==> config.mk <==
export PLATFORM = sky130hd
export DESIGN_NAME = id_stage
export DESIGN_NICKNAME = d
export VERILOG_FILES = /design/src/hdl/rv_pkg.sv /design/src/hdl/id_stage.sv /design/src/hdl/csr_regs.sv /design/src/hdl/ctrl_unit.sv /design/src/hdl/imm_gen.sv /design/src/hdl/regfile.sv
export SDC_FILE = /design/constraint.sdc
export NUM_CORES = 2
export LEC_CHECK = 0
export ABC_AREA = 1
export BUFFER_PORTS_ARGS = -buffer_cell sky130_fd_sc_hd__buf_4
export CORE_MARGIN = 3
export CORE_UTILIZATION = 28
export CTS_CLUSTER_SIZE = 30
export DETAILED_ROUTE_END_ITERATION = 16
export SYNTH_ARGS = -nofsm -noshare
export SYNTH_HDL_FRONTEND = slang
export SYNTH_SLANG_ARGS = --single-unit
==> constraint.sdc <==
create_clock -name clk_i -period 2.8 [get_ports clk_i]
set_input_delay 0.14 -clock clk_i [delete_from_list [all_inputs] [get_ports clk_i]]
set_output_delay 0.14 -clock clk_i [all_outputs]
set_load 0.01 [all_outputs]
==> src/hdl/rv_pkg.sv <==
package rv_pkg;

	typedef enum logic [6:0] {
		OP_LOAD   = 7'b0000011,
		OP_IMM    = 7'b0010011,
		OP_AUIPC  = 7'b0010111,
		OP_STORE  = 7'b0100011,
		OP_OP     = 7'b0110011,
		OP_LUI    = 7'b0110111,
		OP_BRANCH = 7'b1100011,
		OP_JALR   = 7'b1100111,
		OP_JAL    = 7'b1101111,
		OP_SYSTEM = 7'b1110011
	} opcode_e;

	typedef enum logic [3:0] {
		ALU_ADD    = 4'd0,
		ALU_SUB    = 4'd1,
		ALU_SLL    = 4'd2,
		ALU_SLT    = 4'd3,
		ALU_SLTU   = 4'd4,
		ALU_XOR    = 4'd5,
		ALU_SRL    = 4'd6,
		ALU_SRA    = 4'd7,
		ALU_OR     = 4'd8,
		ALU_AND    = 4'd9,
		ALU_PASS_B = 4'd10,
		ALU_ANDN   = 4'd11 // a & ~b, for csrrc
	} alu_op_e;

	typedef enum logic [2:0] {
		IMM_I = 3'd0,
		IMM_S = 3'd1,
		IMM_B = 3'd2,
		IMM_U = 3'd3,
		IMM_J = 3'd4
	} imm_sel_e;

	typedef enum logic [1:0] {
		WB_MEM = 2'd0,
		WB_ALU = 2'd1,
		WB_PC4 = 2'd2,
		WB_CSR = 2'd3
	} wb_sel_e;

	typedef struct packed {
		alu_op_e alu_sel;
		logic    a_sel;     // pc instead of rs1
		logic    b_sel;     // imm instead of rs2
		logic    mem_rw;    // store
		logic    mem_valid; // any load or store
		wb_sel_e wb_sel;
		logic    br_un;
		logic    reg_wen;
		logic    csr_we;
	} ctrl_t;

	typedef struct packed {
		logic        wen;
		logic [4:0]  rd;
		logic [31:0] data;
	} wb_t;

	typedef struct packed {
		logic        we;
		logic [11:0] addr;
		logic [31:0] data;
	} csr_wr_t;

	typedef struct packed {
		ctrl_t       ctrl;
		logic [31:0] rs1_data;
		logic [31:0] rs2_data;
		logic [31:0] imm;
		logic [31:0] pc;
		logic [31:0] pc4;
		logic [31:0] inst;
		logic [4:0]  rd;
		logic        hit;
		logic [31:0] csr_rdata;
		logic [11:0] csr_waddr;
		logic        is_mret;
		logic [31:0] pc_mret;
	} id_ex_t;

	localparam logic [11:0] CSR_MSTATUS = 12'h300;
	localparam logic [11:0] CSR_MIE     = 12'h304;
	localparam logic [11:0] CSR_MTVEC   = 12'h305;
	localparam logic [11:0] CSR_MEPC    = 12'h341;
	localparam logic [11:0] CSR_MCAUSE  = 12'h342;

	localparam int MSTATUS_MIE  = 3;
	localparam int MSTATUS_MPIE = 7;
	localparam int MIE_MEIE     = 11;

	localparam logic [31:0] MCAUSE_EXT_INTR = 32'h8000_000B;
	localparam logic [31:0] INST_MRET       = 32'h3020_0073;

	// funct3 of the system group to the ALU op that forms the new csr value
	function automatic alu_op_e csr_alu_op(input logic [2:0] funct3);
		case (funct3)
			3'b001:  return ALU_PASS_B; // csrrw
			3'b010:  return ALU_OR;     // csrrs
			3'b011:  return ALU_ANDN;   // csrrc
			default: return ALU_ADD;
		endcase
	endfunction

endpackage
==> src/hdl/id_stage.sv <==
module id_stage #(
	parameter logic [31:0] TRAP_VEC = 32'h0000_0100
) (
	input  logic            clk_i,
	input  logic            rst_ni,
	input  logic [31:0]     inst_d_i,
	input  logic [31:0]     pc_d_i,
	input  logic [31:0]     pc4_d_i,
	input  logic            hit_d_i,
	input  rv_pkg::wb_t     wb_i,
	input  rv_pkg::csr_wr_t csr_wr_i,
	input  logic            enable_i, // low = stall
	input  logic            flush_i,
	input  logic            e_intr_i,
	output rv_pkg::id_ex_t  id_ex_o,
	output logic            intr_o,
	output logic [31:0]     pc_intr_o
);
	import rv_pkg::*;

	logic [31:0] rs1_data;
	logic [31:0] rs2_data;
	logic [31:0] imm;
	ctrl_t       ctrl;
	imm_sel_e    imm_sel;
	logic        is_mret;
	logic        csr_mret;
	logic [31:0] csr_rdata;
	logic        trap;
	logic [31:0] trap_pc;
	logic [31:0] mepc;
	id_ex_t      id_ex_d;
	id_ex_t      id_ex_q;
	logic        intr_q;
	logic [31:0] pc_intr_q;

	regfile u_regfile (
		.clk_i      (clk_i),
		.rst_ni     (rst_ni),
		.wb_i       (wb_i),
		.rs1_addr_i (inst_d_i[19:15]),
		.rs2_addr_i (inst_d_i[24:20]),
		.rs1_data_o (rs1_data),
		.rs2_data_o (rs2_data)
	);

	imm_gen u_imm_gen (
		.inst_i    (inst_d_i[31:7]),
		.imm_sel_i (imm_sel),
		.imm_o     (imm)
	);

	ctrl_unit u_ctrl_unit (
		.inst_i    (inst_d_i),
		.ctrl_o    (ctrl),
		.imm_sel_o (imm_sel),
		.is_mret_o (is_mret)
	);

	assign csr_mret = is_mret && !flush_i; // flushed mret must not touch mstatus

	csr_regs #(
		.TRAP_VEC (TRAP_VEC)
	) u_csr_regs (
		.clk_i     (clk_i),
		.rst_ni    (rst_ni),
		.e_intr_i  (e_intr_i),
		.is_mret_i (csr_mret),
		.raddr_i   (inst_d_i[31:20]),
		.pc_i      (pc_d_i),
		.wr_i      (csr_wr_i),
		.rdata_o   (csr_rdata),
		.trap_o    (trap),
		.trap_pc_o (trap_pc),
		.mepc_o    (mepc)
	);

	always_comb begin
		id_ex_d.ctrl      = ctrl;
		id_ex_d.rs1_data  = rs1_data;
		id_ex_d.rs2_data  = rs2_data;
		id_ex_d.imm       = imm;
		id_ex_d.pc        = pc_d_i;
		id_ex_d.pc4       = pc4_d_i;
		id_ex_d.inst      = inst_d_i;
		id_ex_d.rd        = inst_d_i[11:7];
		id_ex_d.hit       = hit_d_i;
		id_ex_d.csr_rdata = csr_rdata;
		id_ex_d.csr_waddr = inst_d_i[31:20];
		id_ex_d.is_mret   = is_mret;
		id_ex_d.pc_mret   = mepc; // return target as read now
	end

	always_ff @(posedge clk_i) begin
		if (!rst_ni) begin
			id_ex_q <= '0;
		end else if (enable_i) begin
			id_ex_q <= flush_i ? '0 : id_ex_d; // flush inserts a bubble
		end
	end

	// a pending trap is kept through a stall so it is not lost
	always_ff @(posedge clk_i) begin
		if (!rst_ni) begin
			intr_q    <= 1'b0;
			pc_intr_q <= '0;
		end else if (!enable_i && intr_q) begin
			intr_q    <= intr_q;
			pc_intr_q <= pc_intr_q;
		end else begin
			intr_q    <= trap;
			pc_intr_q <= trap_pc;
		end
	end

	assign id_ex_o   = id_ex_q;
	assign intr_o    = enable_i ? intr_q : 1'b0;
	assign pc_intr_o = enable_i ? pc_intr_q : 32'd0;

endmodule

==> src/hdl/csr_regs.sv <==
module csr_regs #(
	parameter logic [31:0] TRAP_VEC = 32'h0000_0100
) (
	input  logic            clk_i,
	input  logic            rst_ni,
	input  logic            e_intr_i,
	input  logic            is_mret_i,
	input  logic [11:0]     raddr_i,
	input  logic [31:0]     pc_i,
	input  rv_pkg::csr_wr_t wr_i,
	output logic [31:0]     rdata_o,
	output logic            trap_o,
	output logic [31:0]     trap_pc_o,
	output logic [31:0]     mepc_o
);
	import rv_pkg::*;

	logic        mstatus_mie;
	logic        mstatus_mpie;
	logic        mie_meie;
	logic [31:0] mtvec;
	logic [31:0] mepc;
	logic [31:0] mcause;

	assign trap_o    = e_intr_i && mstatus_mie && mie_meie;
	assign trap_pc_o = mtvec;
	assign mepc_o    = mepc;

	always_comb begin
		rdata_o = '0; // unknown address reads zero
		case (raddr_i)
			CSR_MSTATUS: begin
				rdata_o[MSTATUS_MIE]  = mstatus_mie;
				rdata_o[MSTATUS_MPIE] = mstatus_mpie;
			end
			CSR_MIE:    rdata_o[MIE_MEIE] = mie_meie;
			CSR_MTVEC:  rdata_o = mtvec;
			CSR_MEPC:   rdata_o = mepc;
			CSR_MCAUSE: rdata_o = mcause;
			default:    rdata_o = '0;
		endcase
	end

	always_ff @(posedge clk_i) begin
		if (!rst_ni) begin
			mstatus_mie  <= 1'b0;
			mstatus_mpie <= 1'b0;
			mie_meie     <= 1'b0;
			mtvec        <= TRAP_VEC;
			mepc         <= '0;
			mcause       <= '0;
		end else begin
			if (trap_o) begin // interrupt entry
				mepc         <= pc_i;
				mcause       <= MCAUSE_EXT_INTR;
				mstatus_mpie <= mstatus_mie;
				mstatus_mie  <= 1'b0;
			end else if (is_mret_i) begin
				mstatus_mie  <= mstatus_mpie;
				mstatus_mpie <= 1'b1;
			end
			// port write comes last and overrides entry / return on the same csr
			if (wr_i.we) begin
				case (wr_i.addr)
					CSR_MSTATUS: begin
						mstatus_mie  <= wr_i.data[MSTATUS_MIE];
						mstatus_mpie <= wr_i.data[MSTATUS_MPIE];
					end
					CSR_MIE:    mie_meie <= wr_i.data[MIE_MEIE];
					CSR_MTVEC:  mtvec    <= wr_i.data;
					CSR_MEPC:   mepc     <= wr_i.data;
					CSR_MCAUSE: mcause   <= wr_i.data;
					default: ;
				endcase
			end
		end
	end

endmodule

==> src/hdl/ctrl_unit.sv <==
module ctrl_unit (
	input  logic [31:0]      inst_i,
	output rv_pkg::ctrl_t    ctrl_o,
	output rv_pkg::imm_sel_e imm_sel_o,
	output logic             is_mret_o
);
	import rv_pkg::*;

	logic [2:0] funct3;
	logic       alt;      // inst[30], sub / sra
	logic       imm_alt;  // only srai uses it in op-imm

	assign funct3  = inst_i[14:12];
	assign alt     = inst_i[30];
	assign imm_alt = alt && (funct3 == 3'b101);

	function automatic alu_op_e alu_dec(input logic [2:0] f3, input logic sub_sra);
		case (f3)
			3'b000:  return sub_sra ? ALU_SUB : ALU_ADD;
			3'b001:  return ALU_SLL;
			3'b010:  return ALU_SLT;
			3'b011:  return ALU_SLTU;
			3'b100:  return ALU_XOR;
			3'b101:  return sub_sra ? ALU_SRA : ALU_SRL;
			3'b110:  return ALU_OR;
			default: return ALU_AND;
		endcase
	endfunction

	always_comb begin
		ctrl_o    = '0;
		imm_sel_o = IMM_I;
		is_mret_o = 1'b0;
		case (inst_i[6:0])
			OP_LUI: begin
				ctrl_o.alu_sel = ALU_PASS_B;
				ctrl_o.b_sel   = 1'b1;
				ctrl_o.wb_sel  = WB_ALU;
				ctrl_o.reg_wen = 1'b1;
				imm_sel_o      = IMM_U;
			end
			OP_AUIPC: begin
				ctrl_o.a_sel   = 1'b1;
				ctrl_o.b_sel   = 1'b1;
				ctrl_o.wb_sel  = WB_ALU;
				ctrl_o.reg_wen = 1'b1;
				imm_sel_o      = IMM_U;
			end
			OP_JAL: begin
				ctrl_o.a_sel   = 1'b1;
				ctrl_o.b_sel   = 1'b1;
				ctrl_o.wb_sel  = WB_PC4;
				ctrl_o.reg_wen = 1'b1;
				imm_sel_o      = IMM_J;
			end
			OP_JALR: begin
				ctrl_o.b_sel   = 1'b1;
				ctrl_o.wb_sel  = WB_PC4;
				ctrl_o.reg_wen = 1'b1;
			end
			OP_BRANCH: begin
				ctrl_o.a_sel = 1'b1; // target = pc + imm
				ctrl_o.b_sel = 1'b1;
				ctrl_o.br_un = funct3[2] && funct3[1]; // bltu, bgeu
				imm_sel_o    = IMM_B;
			end
			OP_LOAD: begin
				ctrl_o.b_sel     = 1'b1;
				ctrl_o.mem_valid = 1'b1;
				ctrl_o.wb_sel    = WB_MEM;
				ctrl_o.reg_wen   = 1'b1;
			end
			OP_STORE: begin
				ctrl_o.b_sel     = 1'b1;
				ctrl_o.mem_rw    = 1'b1;
				ctrl_o.mem_valid = 1'b1;
				imm_sel_o        = IMM_S;
			end
			OP_IMM: begin
				ctrl_o.alu_sel = alu_dec(funct3, imm_alt);
				ctrl_o.b_sel   = 1'b1;
				ctrl_o.wb_sel  = WB_ALU;
				ctrl_o.reg_wen = 1'b1;
			end
			OP_OP: begin
				ctrl_o.alu_sel = alu_dec(funct3, alt);
				ctrl_o.wb_sel  = WB_ALU;
				ctrl_o.reg_wen = 1'b1;
			end
			OP_SYSTEM: begin
				if (funct3 inside {3'b001, 3'b010, 3'b011}) begin
					// ex takes the csr value as a and rs1 as b
					ctrl_o.alu_sel = csr_alu_op(funct3);
					ctrl_o.wb_sel  = WB_CSR;
					ctrl_o.reg_wen = 1'b1;
					ctrl_o.csr_we  = 1'b1;
				end
				is_mret_o = (inst_i == INST_MRET);
			end
			default: begin
				ctrl_o = '0; // unknown opcode
			end
		endcase
	end

endmodule

==> src/hdl/imm_gen.sv <==
module imm_gen (
	input  logic [24:0]      inst_i, // inst[31:7]
	input  rv_pkg::imm_sel_e imm_sel_i,
	output logic [31:0]      imm_o
);
	import rv_pkg::*;

	logic sign;

	assign sign = inst_i[24]; // inst[31]

	always_comb begin
		case (imm_sel_i)
			IMM_S: begin
				imm_o = {{20{sign}}, inst_i[24:18], inst_i[4:0]};
			end
			IMM_B: begin
				imm_o = {{19{sign}}, sign, inst_i[0], inst_i[23:18],
				         inst_i[4:1], 1'b0};
			end
			IMM_U: begin
				imm_o = {inst_i[24:5], 12'd0};
			end
			IMM_J: begin
				imm_o = {{11{sign}}, sign, inst_i[12:5], inst_i[13],
				         inst_i[23:14], 1'b0};
			end
			default: begin // I format
				imm_o = {{20{sign}}, inst_i[24:13]};
			end
		endcase
	end

endmodule

==> src/hdl/regfile.sv <==
module regfile (
	input  logic        clk_i,
	input  logic        rst_ni,
	input  rv_pkg::wb_t wb_i,
	input  logic [4:0]  rs1_addr_i,
	input  logic [4:0]  rs2_addr_i,
	output logic [31:0] rs1_data_o,
	output logic [31:0] rs2_data_o
);

	logic [31:0] regs [32];
	logic        wr_act;
	logic        byp1;
	logic        byp2;

	assign wr_act = wb_i.wen && (wb_i.rd != 5'd0); // x0 never written
	assign byp1   = wr_act && (wb_i.rd == rs1_addr_i);
	assign byp2   = wr_act && (wb_i.rd == rs2_addr_i);

	always_ff @(posedge clk_i) begin
		if (!rst_ni) begin
			for (int i = 0; i < 32; i++) begin
				regs[i] <= '0;
			end
		end else if (wr_act) begin
			regs[wb_i.rd] <= wb_i.data;
		end
	end

	// write-through so decode sees the value landing this cycle
	assign rs1_data_o = (rs1_addr_i == 5'd0) ? 32'd0 :
	                    byp1 ? wb_i.data : regs[rs1_addr_i];
	assign rs2_data_o = (rs2_addr_i == 5'd0) ? 32'd0 :
	                    byp2 ? wb_i.data : regs[rs2_addr_i];

endmodule

# Yosys cells after proc, flatten, opt, wreduce, memory -nomap -nowiden
# Memories as Yosys holds them, arrays and structs flattened.
# Index checks and enable logic that the tools add are counted.
# totals
ff_bits	420
ram_bits	1024
input_bits	185
word_cells	145
mem_count	1
# op_classes
n_eq_ne	33
muxes	56
reduce_logical	26
# mem_list
name	words	word_bits	rd	rd_ports_with_merged_regs	wr	line	text
u_regfile.regs	32	32	2	0	32	regfile.sv:11	logic [31:0] regs [32];
# op_table
operator	n
$mux 32	12
$mux 288	1
$pmux 31 s4	1
$eq 12x10->1 const B	10
$pmux 20 s3	1
$pmux 4 s7	2
$eq 32x30->1 const B	1
$reduce_or 32->1	1
$eq 7x7->1 const B	4
$pmux 3 s3	3
$mux 1	25
$eq 7x6->1 const B	3
$pmux 4 s4	1
$eq 7x5->1 const B	2
$eq 3x2->1 const B	4
$eq 3x3->1 const B	4
$pmux 1 s4	3
$pmux 3 s4	1
$pmux 4 s3	1
$eq 5x5->1	2
$logic_not 5->1	2
$logic_and 1x1->1	9
$reduce_or 8->1	1
$eq 7x2->1 const B	1
15 further kinds	20

# Logic depth before layout (Yosys ltp)
# logic_depth
word_depth	7
depth_mapped	16
ltp_nobuf	13

# Cells and area by module
# A second synthesis with hierarchy kept.
# hier_totals
cells_unflattened	10120
area_unflattened_um2	76527.1
# by_module_without_submodules
module	n_inst	cells_each	area_per_inst_um2	seq_area_each_um2
regfile	1	7416	58140.8	30749.5
id_stage	1	1504	11654.9	6085.8
csr_regs	1	969	5616.6	1981.9
imm_gen	1	119	586.8	0.0
ctrl_unit	1	112	528.0	0.0

# Worst setup path before layout
# Ideal clock, no wire load.
# synth_timing
kind	in2reg
from	input port rst_ni
to	memory u_regfile.regs[10][0] (enable)
setup_time_ns	0.389
t_arrival_ns	1.972
slack_ns	0.438
stages	8
path_buffers	2
cell_sequence	clkbuf_1 > clkinv_1 > nor2_1 > nand3_1 > inv_1 > nand2_1 > buf_2 > nand2_1
# synth_rtl
element	line	text
start, declared	id_stage.sv:5	input logic rst_ni,
end, declared	regfile.sv:11	

# Worst setup path in the final report
# layout_timing
from	input port inst_d_i[21]
to	register id_ex_q, in the netlist id_ex_o[56]
# layout_between
elab_chain_cells	3
# layout_rtl
element	line	text
start, declared	id_stage.sv:6	input logic [31:0] inst_d_i,
$eq 12x10->1	csr_regs.sv:31	case (raddr_i)
$pmux 1 s4 *	csr_regs.sv:31	
$mux 288 *	id_stage.sv:98	id_ex_q <= flush_i ? '0 : id_ex_d;
end signal, assigned	id_stage.sv:98	
end, declared	id_stage.sv:33	id_ex_t id_ex_q;
# Every way passes the cells marked *; elsewhere a longest branch is shown, timed or not.
# A chain may end at the register's enable or synchronous reset.

==> summary.md <==
| Metric | Value |
|---|---|
| Setup crit end kind | flip-flop |
| Critical path type | in2reg |
| Routed Antenna Nets | 0 |
| Peak Freq | 371 MHz |
| Worst hold path class | in2reg |
| Post-layout minimum cycle time | 2690 ps |
| Nets | 10600 |
| Max cap viols | 0 |
| Arrival time worst endpoint | 3470 ps |
| Comb power frac | 13.4% |
| Synth unique cells | 40 |
| Max stage delay on crit path | 580 ps |
| Initial antenna violation count | 23 |
| GPL Wtd Cong | 0.940 |
| Tcrit/Tclk final | 96.1% |
| Filler cell count | 27500 |
| Final setup vio count | 0 |
| Vias | 71600 |
| IO Port Bufs | 505 |
| Most common cell after layout, fill and taps aside | nand2_1 |
| Clock root buffer | clkbuf_16 |
| Unrepaired setup endpoints after global routing | false |
| GR Util All Layers | 22.4% |
| Row cnt | 188 |
| Setup TNS | 0 ps |
| Avg Cell Area, Syn | 7.48 um2 |
| Multi-input logic area | 0.0292 mm2 |
| Measured slew at the worst slew-check pin | 1100 ps |
| Top delay family on crit path | buffers and inverters |
| Die span in y | 522 um |
| Crit path cell chain | dlygate4sd3_1 -> buf_8 -> nor2_4 -> buf_12 -> nand3_1 -> o21ai_0 -> nand3_1 -> dlygate4sd3_1 -> nand3_1 -> dlygate4sd3_1 -> nand3_1 -> a21oi_1 |
| Clk network pwr share | 40.5% |
| #FFs+latches synth | 1426 |
| Status | complete, no violations |
| Fin area | 0.0904 mm2 |
| DR WL/cell | 22.7 um |
| CTS tree | yes |
| Clock skew | 31.3 ps |
| Die X | 522 um |
| DR vias/cell | 5.09 |
| CP max FO | 41 |
| H-tree lvl count | 4 |
| Iteration-0 DRC count of the detailed router | 9972 |
| Die ar. | 0.272 mm2 |
| Initial core utilization | 28.3% |
| Synthesized area | 0.0745 mm2 |
| Register share of total power | 46.1% |
| DRT Pass-1 Iters | 7 |
| Yosys warns | 0 |
| Hold Vio Cnt, Final | 0 |
| Power per cell area | 577 mW/mm2 |
| Post-CTS sizing | 0 |
| Mapped Cells | 9952 |
| Clock sink count | 1426 |
| Share of cells above drive strength 1 | 10.9% |
| Post-synth ARST share | 0% |
| Yosys top cell by area | edfxtp_1 |
| Register area | 0.0388 mm2 |
| Slew headroom | 26.7% |
| Largest net degree at the start of global routing | 134 |
| Internal power | 37400 uW |
| DRC | 0 |
| Slew Limit Fails | 0 |
| Synth area leaders | edfxtp_1, nand2_1, dfxtp_1 |
| DP HPWL | 210 mm |
| Clock-pin slew on the worst setup and hold paths | 60 ps |
| P_sw | 14800 uW |
| CP Data Required Time | 3570 ps |
| CP startpoint kind | input port |
| Core Area | 0.263 mm2 |
| Post-DP Area | 0.0833 mm2 |
| Max Buffers Root-to-Sink | 3 |
| Top cell type's share of synthesized area | 41.3% |
| DRT Wirelength | 320 mm |
| Synth Flop Type | edfxtp_1 |
| Slowest cell on crit path | dlygate4sd3_1 |
| Peak supply drop | 0.000578 V |
| Number of CTS-inserted buffers | 157 |
| Vias in the first global route | 64400 |
| Leak | 0.0391 uW |
| Switching Fraction | 28.4% |
| Sequential fraction of the synthesis area | 52.1% |
| Buffers inserted by post-CTS timing repair | 0 |
| Commonest cells after routing, fill and taps aside | nand2_1, nor2_1, nand3_1, edfxtp_1, inv_1 |
| CP Buf/Inv Count | 5 |
| I/O pin cnt | 506 |
| Post-synth EDFFs | 1024 |
| Area added between synthesis and finish | 21.4% |
| Critical path's most frequent cell | nand3_1 |
| Grt ovf | 0 |
| Clock insertion delay at the later pin of the skew report | 840 ps |
| First-pass GRT wire length | 454 mm |
flip-flops by register name, indices dropped and copies added, names as in the netlist:
| signal | count |
|---|---|
| u_csr_regs.mstatus_mpie | 1 |
| intr_q | 1 |
| id_ex_o | 270 |
| u_csr_regs.mcause | 32 |
| u_csr_regs.trap_pc_o | 32 |
| u_csr_regs.mepc_o | 32 |
| u_csr_regs.mie_meie | 1 |
| pc_intr_q | 32 |
| u_regfile.regs | 1024 |
| u_csr_regs.mstatus_mie | 1 |
path summary, 6_finish.rpt:
| kind | slack, ps | cells past startpoint | startpoint | end |
|---|---|---|---|---|
| worst max-delay path | 110 | 12 | inst_d_i[21] | id_ex_o[56]$_SDFFE_PN0P_ |
| worst max register to register | 220 | 8 | u_csr_regs.mie_meie$_SDFFE_PN0P_ | u_csr_regs.mepc_o[28]$_SDFF_PN0_ |
| worst min register to register | 460 | 2 | u_csr_regs.mepc_o[31]$_SDFF_PN0_ | id_ex_o[31]$_SDFFE_PN0P_ |
| worst min-delay path | 70 | 9 | csr_wr_i[39] | u_csr_regs.mstatus_mpie$_SDFF_PN0_ |
worst min-delay path, cell delays in order:
cell and delay [ps]:
buf_4 70, inv_1 40, nand3_1 60, nor3_1 70, nor3b_1 150, buf_4 150, nand2_1 50, nand2_1 40
a21oi_1 90
metrics by stage:
stage          utilization (%)  hold slack [ps]  power [uW]  cells  setup WS (ps)
6_report                  34.3             65.8       52200  14100            108
5_1_grt                   34.3             48.4       53800  14100           4.95
4_1_cts                   34.3             2.81       52200  14000            230
3_5_place_dp              31.6              400       31100  13600            180
3_3_place_gp              31.6              392       31000  13600            131
2_1_floorplan                -              268       28000   9983            438
kinds of logic after synthesis:
group | count (synthesis) | synth area share [%]
AND/OR/NAND/NOR | 5820 | 31.4
buffers and inverters | 1632 | 9.00
flip-flops | 1426 | 52.1
AO/OA/AOI/OAI | 1065 | 7.38
XOR/XNOR | 8 | 0.0941
other | 1 | 0.00504
cell type report:
type / instances / area share (%)
flip-flops and latches: 1426 / 42.9
multi-input cells: 6925 / 32.4
repair buffers: 1046 / 10.6
well taps: 3515 / 4.87
clock buffers: 197 / 4.64
inverters: 846 / 3.56
clock inverters: 89 / 0.999
diodes: 13 / 0.0360
timing repair:
item,4_1_cts,5_1_grt
endpoints found under the setup margin,0,0
hold buffers,200,0
endpoints found under the hold margin,553,0
metal layers:
layer / track usage (%) / share of wire, % / vias to the layer above
met5: 0 / 0.030 / -
met4: 10.4 / 5.2 / 16
met3: 4.75 / 11 / 747
met2: 33.9 / 44 / 4306
met1: 30.6 / 40 / 33800
li1: - / - / 32700
cell usage after synthesis, types with 46 or more instances:
| cell type | number |
|---|---|
| nand4_1 | 58 |
| inv_1 | 819 |
| dfxtp_1 | 402 |
| buf_4 | 46 |
| clkbuf_1 | 350 |
| buf_2 | 309 |
| o21ai_0 | 374 |
| edfxtp_1 | 1024 |
| nor2_1 | 1316 |
| buf_1 | 75 |
| nand2_1 | 3384 |
| nand3_1 | 1027 |
| a21oi_1 | 611 |
power by group through the flow:
stage | sequential (uW) | combinational (uW) | clock, uW
6_report | 24100 | 7000 | 21100
4_1_cts | 24000 | 6830 | 21300
3_5_place_dp | 24500 | 6590 | 0
3_3_place_gp | 24500 | 6580 | 0
2_1_floorplan | 24400 | 3580 | 0
5_1_grt | 24100 | 7480 | 22200
Note: power is estimated with default switching activity, not from simulation.
